## config.mk

```make
export PLATFORM = sky130hd
export DESIGN_NAME = ipv4_rx_top
export DESIGN_NICKNAME = d
export VERILOG_FILES = /design/src/source/ipv4_pkg.sv /design/src/source/ipv4_pld_out.sv /design/src/source/ipv4_rx.sv /design/src/source/ipv4_rx_top.sv /design/src/source/mac_rx_gate.sv
export VERILOG_INCLUDE_DIRS = /design/src /design/src/include
export SDC_FILE = /design/constraint.sdc
export NUM_CORES = 1
export LEC_CHECK = 0
export ABC_AREA = 1
export BUFFER_PORTS_ARGS = -buffer_cell sky130_fd_sc_hd__buf_2
export CELL_PAD_IN_SITES_DETAIL_PLACEMENT = 1
export CELL_PAD_IN_SITES_GLOBAL_PLACEMENT = 1
export CORE_MARGIN = 1
export CORE_UTILIZATION = 48
export CTS_BUF_LIST = sky130_fd_sc_hd__clkbuf_8
export DETAILED_ROUTE_END_ITERATION = 16
export GPL_TIMING_DRIVEN = 0
export PLACE_DENSITY = 0.89
export SLEW_MARGIN = 20
export SYNTH_ARGS = -nofsm -noshare
export SYNTH_HDL_FRONTEND = slang
export SYNTH_HIERARCHICAL = 1
export SYNTH_SLANG_ARGS = --single-unit
```

## constraint.sdc

```tcl
create_clock -name clk -period 13.4 [get_ports clk]
set_input_delay 1.34 -clock clk [delete_from_list [all_inputs] [get_ports clk]]
set_output_delay 1.34 -clock clk [all_outputs]
set_load 0.02 [all_outputs]
```

## src/include/ipv4_defs.svh

```systemverilog
`ifndef IPV4_DEFS_SVH
`define IPV4_DEFS_SVH

// Fixed IPv4 header without options, in bytes
`define IPV4_HDR_BYTES 20

// Ethertype that the MAC reports for IPv4
`define IPV4_ETHERTYPE 16'h0800

// Limited broadcast destination
`define IPV4_BROADCAST 32'hFFFFFFFF

// Largest total length accepted
`define IPV4_MAX_LEN 1500

// Width of the accepted and dropped packet counters
`define IPV4_CNT_W 16

`endif

```

## src/source/ipv4_pkg.sv

```systemverilog
`include "ipv4_defs.svh"

package ipv4_pkg;

  typedef logic [7:0]             byte_t;
  typedef logic [15:0]            ethertype_t;
  typedef logic [31:0]            ip_addr_t;
  typedef logic [15:0]            ip_len_t;
  typedef logic [7:0]             ip_proto_t;
  typedef logic [`IPV4_CNT_W-1:0] pkt_cnt_t;

  // Why a header or a frame was rejected
  typedef enum logic [2:0] {
    DROP_NONE     = 3'd0,
    DROP_VERSION  = 3'd1,
    DROP_CHECKSUM = 3'd2,
    DROP_LENGTH   = 3'd3,
    DROP_FRAGMENT = 3'd4,
    DROP_ADDRESS  = 3'd5,
    DROP_TRUNC    = 3'd6
  } drop_reason_t;

  typedef enum logic [1:0] {
    GATE_IDLE,
    GATE_PASS,
    GATE_DISCARD
  } gate_state_t;

  typedef enum logic [1:0] {
    RX_HDR,
    RX_PLD,
    RX_SKIP
  } rx_state_t;

endpackage

```

## src/source/ipv4_pld_out.sv

```systemverilog
`timescale 1ns/1ps

module ipv4_pld_out
  import ipv4_pkg::*;
(
  input  logic         clk,
  input  logic         fsm_rst,
  input  byte_t        rx_dat,
  input  logic         rx_val,
  input  logic         rx_sof,
  input  logic         rx_eof,
  input  logic         rx_err,
  input  logic         hdr_ok,
  input  logic         hdr_drop,
  input  drop_reason_t hdr_reason,
  input  ip_addr_t     hdr_src,
  input  ip_proto_t    hdr_proto,
  input  ip_len_t      hdr_pld_len,
  output byte_t        pld_dat,
  output logic         pld_val,
  output logic         pld_sof,
  output logic         pld_eof,
  output logic         pld_err,
  output logic         pkt_done,
  output ip_addr_t     pkt_src,
  output ip_proto_t    pkt_proto,
  output ip_len_t      pkt_len,
  output logic         drop_pulse,
  output drop_reason_t drop_reason,
  output pkt_cnt_t     acc_cnt,
  output pkt_cnt_t     drop_cnt
);

  logic pld_trunc;

  assign pld_trunc = pld_eof && pld_err;

  always_ff @(posedge clk) begin
    pld_dat <= rx_dat;
    // Metadata stays put until the next accepted header
    if (hdr_ok) begin
      pkt_src   <= hdr_src;
      pkt_proto <= hdr_proto;
      pkt_len   <= hdr_pld_len;
    end
  end

  always_ff @(posedge clk) begin
    if (fsm_rst) begin
      pld_val     <= 1'b0;
      pld_sof     <= 1'b0;
      pld_eof     <= 1'b0;
      pld_err     <= 1'b0;
      pkt_done    <= 1'b0;
      drop_pulse  <= 1'b0;
      drop_reason <= DROP_NONE;
      acc_cnt     <= '0;
      drop_cnt    <= '0;
    end else begin
      pld_val    <= rx_val;
      pld_sof    <= rx_sof;
      pld_eof    <= rx_eof;
      pld_err    <= rx_err;
      // Empty packets complete on the header itself
      pkt_done   <= (rx_val && rx_eof && !rx_err) || (hdr_ok && hdr_pld_len == '0);
      drop_pulse <= hdr_drop;
      if (hdr_drop) drop_reason <= hdr_reason;
      if (pkt_done) acc_cnt <= acc_cnt + pkt_cnt_t'(1);
      drop_cnt <= drop_cnt + pkt_cnt_t'(drop_pulse) + pkt_cnt_t'(pld_trunc);
    end
  end

endmodule

```

## src/source/ipv4_rx.sv

```systemverilog
`timescale 1ns/1ps
`include "ipv4_defs.svh"

module ipv4_rx
  import ipv4_pkg::*;
(
  input  logic         clk,
  input  logic         fsm_rst,
  input  byte_t        gate_dat,
  input  logic         gate_val,
  input  logic         gate_sof,
  input  logic         gate_eof,
  input  ip_addr_t     dev_ip,
  output byte_t        rx_dat,
  output logic         rx_val,
  output logic         rx_sof,
  output logic         rx_eof,
  output logic         rx_err,
  output logic         hdr_ok,
  output logic         hdr_drop,
  output drop_reason_t hdr_reason,
  output ip_addr_t     hdr_src,
  output ip_proto_t    hdr_proto,
  output ip_len_t      hdr_pld_len
);

  localparam int LAST_HDR = `IPV4_HDR_BYTES - 1;

  rx_state_t    state;
  rx_state_t    eff_state;
  logic [4:0]   hdr_cnt;
  logic [4:0]   eff_cnt;
  byte_t        hdr [LAST_HDR];
  byte_t        cks_hi;
  logic [15:0]  cks;
  logic [16:0]  cks_sum;
  logic [15:0]  cks_next;
  ip_len_t      pld_left;
  logic         restart;
  logic         is_open;
  logic         abort_old;
  logic         byte_last;
  logic         hdr_byte;
  logic         hdr_last;
  byte_t        ver_ihl;
  ip_len_t      tot_len;
  logic [15:0]  frag;
  ip_addr_t     dst_ip;
  drop_reason_t reason;

  // A sof byte always starts a fresh header, whatever state we were in
  assign restart   = gate_val && gate_sof;
  assign eff_state = restart ? RX_HDR : state;
  assign eff_cnt   = restart ? 5'd0 : hdr_cnt;
  assign is_open   = (state != RX_HDR) || (hdr_cnt != 5'd0);

  // A forced eof from the gate ends the open frame without a byte of its own
  assign abort_old = is_open && gate_eof && (restart || !gate_val);
  assign byte_last = gate_val && gate_eof && !abort_old;

  assign hdr_byte  = gate_val && (eff_state == RX_HDR);
  assign hdr_last  = hdr_byte && (eff_cnt == 5'(LAST_HDR));

  // hdr[0] holds the newest byte, so header byte j sits at hdr[18-j]
  // until byte 19 arrives on gate_dat
  assign ver_ihl = hdr[18];
  assign tot_len = {hdr[16], hdr[15]};
  assign frag    = {hdr[12], hdr[11]};
  assign dst_ip  = {hdr[2], hdr[1], hdr[0], gate_dat};

  // Ones'-complement add of the current word with the end-around carry folded back
  assign cks_sum  = {1'b0, cks} + {1'b0, cks_hi, gate_dat};
  assign cks_next = cks_sum[15:0] + {15'd0, cks_sum[16]};

  always_comb begin
    if (ver_ihl != 8'h45) begin
      reason = DROP_VERSION;
    end else if (tot_len < ip_len_t'(`IPV4_HDR_BYTES) ||
                 tot_len > ip_len_t'(`IPV4_MAX_LEN)) begin
      reason = DROP_LENGTH;
    end else if (cks_next != 16'hFFFF) begin
      reason = DROP_CHECKSUM;
    end else if (frag[13] || (frag[12:0] != 13'd0)) begin
      reason = DROP_FRAGMENT;
    end else if (dst_ip != dev_ip && dst_ip != `IPV4_BROADCAST) begin
      reason = DROP_ADDRESS;
    end else begin
      reason = DROP_NONE;
    end
  end

  always_ff @(posedge clk) begin
    rx_dat <= gate_dat;
    if (hdr_byte) begin
      hdr[0] <= gate_dat;
      for (int i = 1; i < LAST_HDR; i++) begin
        hdr[i] <= hdr[i-1];
      end
      if (!eff_cnt[0]) cks_hi <= gate_dat;
    end
    if (hdr_last && reason == DROP_NONE) begin
      hdr_src     <= {hdr[6], hdr[5], hdr[4], hdr[3]};
      hdr_proto   <= hdr[9];
      hdr_pld_len <= tot_len - ip_len_t'(`IPV4_HDR_BYTES);
    end
  end

  always_ff @(posedge clk) begin
    if (fsm_rst) begin
      state      <= RX_HDR;
      hdr_cnt    <= 5'd0;
      cks        <= 16'd0;
      pld_left   <= '0;
      rx_val     <= 1'b0;
      rx_sof     <= 1'b0;
      rx_eof     <= 1'b0;
      rx_err     <= 1'b0;
      hdr_ok     <= 1'b0;
      hdr_drop   <= 1'b0;
      hdr_reason <= DROP_NONE;
    end else begin
      rx_val   <= 1'b0;
      rx_sof   <= 1'b0;
      rx_eof   <= 1'b0;
      rx_err   <= 1'b0;
      hdr_ok   <= 1'b0;
      hdr_drop <= 1'b0;

      if (abort_old) begin
        state   <= RX_HDR;
        hdr_cnt <= 5'd0;
        if (state == RX_HDR) begin
          hdr_drop   <= 1'b1;
          hdr_reason <= DROP_TRUNC;
        end else if (state == RX_PLD) begin
          // Error beat; its data byte means nothing
          rx_val <= 1'b1;
          rx_eof <= 1'b1;
          rx_err <= 1'b1;
        end
      end

      if (gate_val) begin
        case (eff_state)
          RX_HDR: begin
            if (eff_cnt[0]) cks <= cks_next;
            else if (eff_cnt == 5'd0) cks <= 16'd0;
            if (hdr_last) begin
              hdr_cnt <= 5'd0;
              if (reason == DROP_NONE) begin
                hdr_ok   <= 1'b1;
                pld_left <= tot_len - ip_len_t'(`IPV4_HDR_BYTES);
                if (byte_last) begin
                  state <= RX_HDR;
                  // Payload expected but the frame is already over
                  if (tot_len != ip_len_t'(`IPV4_HDR_BYTES)) begin
                    rx_val <= 1'b1;
                    rx_eof <= 1'b1;
                    rx_err <= 1'b1;
                  end
                end else if (tot_len == ip_len_t'(`IPV4_HDR_BYTES)) begin
                  state <= RX_SKIP;
                end else begin
                  state <= RX_PLD;
                end
              end else begin
                hdr_drop   <= 1'b1;
                hdr_reason <= reason;
                state      <= byte_last ? RX_HDR : RX_SKIP;
              end
            end else if (byte_last) begin
              hdr_cnt    <= 5'd0;
              state      <= RX_HDR;
              hdr_drop   <= 1'b1;
              hdr_reason <= DROP_TRUNC;
            end else begin
              hdr_cnt <= eff_cnt + 5'd1;
              state   <= RX_HDR;
            end
          end
          RX_PLD: begin
            rx_val   <= 1'b1;
            rx_sof   <= (pld_left == hdr_pld_len);
            pld_left <= pld_left - ip_len_t'(1);
            if (pld_left == ip_len_t'(1)) begin
              rx_eof <= 1'b1;
              state  <= byte_last ? RX_HDR : RX_SKIP;
            end else if (byte_last) begin
              rx_eof <= 1'b1;
              rx_err <= 1'b1;
              state  <= RX_HDR;
            end
          end
          // Padding, or the rest of a dropped packet
          default: begin
            if (byte_last) state <= RX_HDR;
          end
        endcase
      end
    end
  end

endmodule

```

## src/source/ipv4_rx_top.sv

```systemverilog
`timescale 1ns/1ps

module ipv4_rx_top
  import ipv4_pkg::*;
(
  input  logic         clk,
  input  logic         fsm_rst,
  input  byte_t        mac_dat,
  input  logic         mac_val,
  input  logic         mac_sof,
  input  logic         mac_eof,
  input  ethertype_t   mac_ethertype,
  input  ip_addr_t     dev_ip,
  output byte_t        pld_dat,
  output logic         pld_val,
  output logic         pld_sof,
  output logic         pld_eof,
  output logic         pld_err,
  output logic         pkt_done,
  output ip_addr_t     pkt_src,
  output ip_proto_t    pkt_proto,
  output ip_len_t      pkt_len,
  output logic         drop_pulse,
  output drop_reason_t drop_reason,
  output pkt_cnt_t     acc_cnt,
  output pkt_cnt_t     drop_cnt
);

  byte_t        gate_dat;
  logic         gate_val;
  logic         gate_sof;
  logic         gate_eof;
  byte_t        rx_dat;
  logic         rx_val;
  logic         rx_sof;
  logic         rx_eof;
  logic         rx_err;
  logic         hdr_ok;
  logic         hdr_drop;
  drop_reason_t hdr_reason;
  ip_addr_t     hdr_src;
  ip_proto_t    hdr_proto;
  ip_len_t      hdr_pld_len;

  mac_rx_gate mac_rx_gate_inst (.*);

  ipv4_rx ipv4_rx_inst (.*);

  ipv4_pld_out ipv4_pld_out_inst (.*);

endmodule

```

## src/source/mac_rx_gate.sv

```systemverilog
`timescale 1ns/1ps
`include "ipv4_defs.svh"

module mac_rx_gate
  import ipv4_pkg::*;
(
  input  logic       clk,
  input  logic       fsm_rst,
  input  byte_t      mac_dat,
  input  logic       mac_val,
  input  logic       mac_sof,
  input  logic       mac_eof,
  input  ethertype_t mac_ethertype,
  output byte_t      gate_dat,
  output logic       gate_val,
  output logic       gate_sof,
  output logic       gate_eof
);

  gate_state_t state;
  logic        is_ipv4;

  assign is_ipv4 = (mac_ethertype == `IPV4_ETHERTYPE);

  always_ff @(posedge clk) begin
    gate_dat <= mac_dat;
  end

  always_ff @(posedge clk) begin
    if (fsm_rst) begin
      state    <= GATE_IDLE;
      gate_val <= 1'b0;
      gate_sof <= 1'b0;
      gate_eof <= 1'b0;
    end else begin
      gate_val <= 1'b0;
      gate_sof <= 1'b0;
      gate_eof <= 1'b0;
      if (mac_val && mac_sof) begin
        // A sof inside an open IPv4 frame closes it with a forced eof.
        // On a passed sof byte that eof belongs to the old frame, not to this byte
        if (is_ipv4) begin
          gate_val <= 1'b1;
          gate_sof <= 1'b1;
          gate_eof <= mac_eof || (state == GATE_PASS);
          state    <= mac_eof ? GATE_IDLE : GATE_PASS;
        end else begin
          gate_eof <= (state == GATE_PASS);
          state    <= mac_eof ? GATE_IDLE : GATE_DISCARD;
        end
      end else if (mac_val) begin
        case (state)
          GATE_PASS: begin
            gate_val <= 1'b1;
            gate_eof <= mac_eof;
            if (mac_eof) state <= GATE_IDLE;
          end
          GATE_DISCARD: begin
            if (mac_eof) state <= GATE_IDLE;
          end
          // Stray bytes outside a frame are ignored
          default: state <= GATE_IDLE;
        endcase
      end
    end
  end

endmodule

```

==> impl_results.md <==
- # clock sinks: 390
- FP Rows: 66
- GP Congestion: 0.9079
- Starting DRT DRC Count: approximately 850
- Via-per-instance ratio: 5.413
- Post-Route Skew: 0.05984 ns
- Distinct cell type count after synthesis: 51
- Multi-input gate area: 4781 µm²
- Compound-Gate Fraction of Synth Area: 0.05694
- Least-Margin Pin Slew: 1.041 ns
- Routed len/inst: 19.83 µm
- Final setup viols: 0
- Chip Width: 184.6 µm
- Mux contribution to synthesized area: 0
- IO buf count: 165
- Die Y: 184.6 µm
- Synth Net Count: 1573
- Area growth syn-to-layout: 17.83%
- CORE AREA: 32700 µm²
- Max Fclk: approximately 170 MHz
- Top-count cell post-synth: nand2_1
- Commonest cells in the netlist: 301 x nand2_1, 272 x edfxtp_1, 157 x inv_1
- Worst VDD drop: 0.00008689 V
- RSZ-0062 raised after global routing: no
- I/O pin total: 166
- CTS buffer count: 61
- H-tree Lvls: 2
- Post-synth top area share: 0.5106
- Xor and xnor area share after synthesis: 0.02573
- Tmin final: 5.900 ns
- Clock Pin Slew Worst Setup and Hold Paths: 0.06 ns
- Max incr delay on CP: 0.55 ns
- Crit end category: flop
- Fin. Hold Viols: 0
- Placed insts: 2099
- Antenna violations before repair: 0
- Via count: 11960
- CP required: 13.74 ns
- ANT cells: 0
- Pins over their slew limit: 0
- Root buf cell: clkbuf_8
- Worst setup SP type: flop
- Top post-synthesis cells by area: edfxtp_1 51%, dfxtp_1 15%, nand2_1 7.1%
- Max Buffers Root-to-Sink: 3
- Worst-path fanout max: 23
- Starting Density: 0.4892
- Seq. cell area: 10530 µm²
- Post-CTS setup buffers: 0
- Hold_buf cts: 0
- PD cells: 125.4 nW/µm²
- Slew HR: 0.3034
- Asr flop ratio synth: 0
- Hold crit path type: flop to flop
- Syn_area_per_cell: 10.79 µm²
- Adder-cell share of the synthesized area: 0.02440
- Worst Slack Setup Final: 7.500 ns
- Critical path class: flop to flop
- Post-synthesis sequential area ratio: 0.6583
- Detailed-route DRC error count: 0
- Non-Filler Instances: 2209
- TritonCTS clock tree: yes
- Worst-skew pair later-pin latency: 0.67 ns
- Routed wire length: 43800 µm
- First drt pass iteration count: 5
- Vias in the first global route: between 10000 and 15000
- Synth Area in Simple Gates: 0.1910
- Final core utilization: 0.5764
- Crit path arrival time: 6.24 ns
- Slowest-stage cell, CP: nor2_4
- Post-DP HPWL: about 31000 µm
- Main combinational cell family by area after synthesis: simple AND/OR/NAND/NOR gates
- Die area: 34060 µm²
- Resized cells post-CTS: 0
- Post-place setup slack: 7.605 ns
- Gate Count Post-Synth: 1482
- Post-synth top area cell: edfxtp_1
- Yosys warning total: 6
- GRT Overall Usage: 0.2605
- Post-synth EDFFs: 272
- Hold WS: 0.3332 ns
- Final #Nets: between 1500 and 2000
- Leakage dissipation: 7.577 nW
- Ys flop type: edfxtp_1
- Post-Synthesis Cell Area: between 15000 and 20000 µm²
- Number of routed nets with antenna violations: 0
- First-pass GRT wire length: slightly below 70000 µm
- Largest net degree at the start of global routing: 39
- Fillers: 3630
- Max-cap violations: 0
- Register bit count reported by yosys: 390
- Run status: finished, final reports clean
- Final Cycle Share: 0.4403
- Layout cells sized above 1: 0.1902
- Gr ovfl total: 0
-- area by class of cell --
class                   count  share of cell area
repair buffers            175             0.05576
clock buffers              70             0.05111
multi-input cells         914              0.2536
clock inverters            40             0.01427
flip-flops and latches    390              0.5588
inverters                 162             0.03233
plain buffers              16            0.004713
well taps                 442             0.02934
-- layer usage --
layer	wire length (µm)	global-route usage
met5	0	0
met4	1419	0.1090
met3	2498	0.04900
met2	23430	0.4886
met1	16450	0.2853
-- worst max-delay path: cells and delay by family (launching register included) --
kind                     cells  cell delay (ns)
AND/OR/NAND/NOR             16             2.64
AO/OA/AOI/OAI                3             0.55
flip-flops                   1             0.48
adder cells (fa/ha/maj)      4             1.13
buffers and inverters        5             0.75
-- flip-flops by register name, summed over array words and instances, names as in the netlist, 8 cells and up --
register	flops
ipv4_rx_inst/rx_dat	8
ipv4_rx_inst/hdr_pld_len	16
mac_rx_gate_inst/gate_dat	8
ipv4_rx_inst/hdr_proto	8
ipv4_rx_inst/cks	16
ipv4_pld_out_inst/pkt_len	16
ipv4_rx_inst/cks_hi	8
ipv4_rx_inst/hdr	152
ipv4_pld_out_inst/acc_cnt	16
ipv4_pld_out_inst/pkt_src	32
ipv4_rx_inst/pld_left	16
ipv4_rx_inst/hdr_src	32
ipv4_pld_out_inst/pkt_proto	8
ipv4_pld_out_inst/pld_dat	8
ipv4_pld_out_inst/drop_cnt	16
-- final timing paths --
check / start / endpoint / slack, ns / cells past startpoint
setup / recovery: mac_rx_gate_inst/gate_dat[0]$_DFF_P_ / ipv4_rx_inst/hdr_src[16]$_DFFE_PP_ / 7.50 / 28
hold / removal: ipv4_rx_inst/rx_dat[5]$_DFF_P_ / ipv4_pld_out_inst/pld_dat[5]$_DFF_P_ / 0.33 / 0
setup reg to reg: mac_rx_gate_inst/gate_dat[0]$_DFF_P_ / ipv4_rx_inst/hdr_src[16]$_DFFE_PP_ / 7.50 / 28
hold reg to reg: ipv4_rx_inst/rx_dat[5]$_DFF_P_ / ipv4_pld_out_inst/pld_dat[5]$_DFF_P_ / 0.33 / 0
-- cell usage in the layout (no fill, tap or decap), types with 5 or more instances in the layout --
cell	Yosys	routed
a211oi_2	5	5
a21oi_1	75	75
a31oi_1	7	7
buf_12	0	5
buf_2	1	166
clkbuf_1	8	8
clkbuf_8	1	71
clkinv_1	1	8
clkinv_2	1	6
dfxtp_1	118	117
edfxtp_1	272	272
ha_1	28	28
inv_1	157	177
nand2_1	301	301
nand2_2	14	14
nand3_1	103	103
nand3_2	9	9
nand4_1	22	22
nor2_1	155	154
nor2_2	6	5
nor2_4	8	10
nor3_1	14	14
nor4_1	16	16
o211ai_1	5	5
o21ai_0	44	44
or2_2	20	20
xnor2_1	20	20
xor2_1	27	27
-- cell families after synthesis --
kind of cell | count (synthesis)
compound gates | 158
simple gates | 679
fa+ha+maj | 30
buf+inv | 178
flops | 390
xor+xnor | 47
-- power breakdown --
group / switching [mW] / internal (mW) / leakage (nW)
Clock: 0.469 / 0.536 / 0.704
Combinational: 0.0398 / 0.0225 / 3.46
Sequential: 0.00870 / 1.29 / 3.41
-- metrics by stage --
step	cell area [µm²]	TNS (ns)	power (mW)
floorplan	16000	0	1.353
global placement	17380	-86.50	1.376
detailed placement	17620	0	1.381
CTS	18850	0	2.382
global route	18850	0	2.429
finish	18850	0	2.363
No activity file was read; power rests on OpenSTA's default activity.
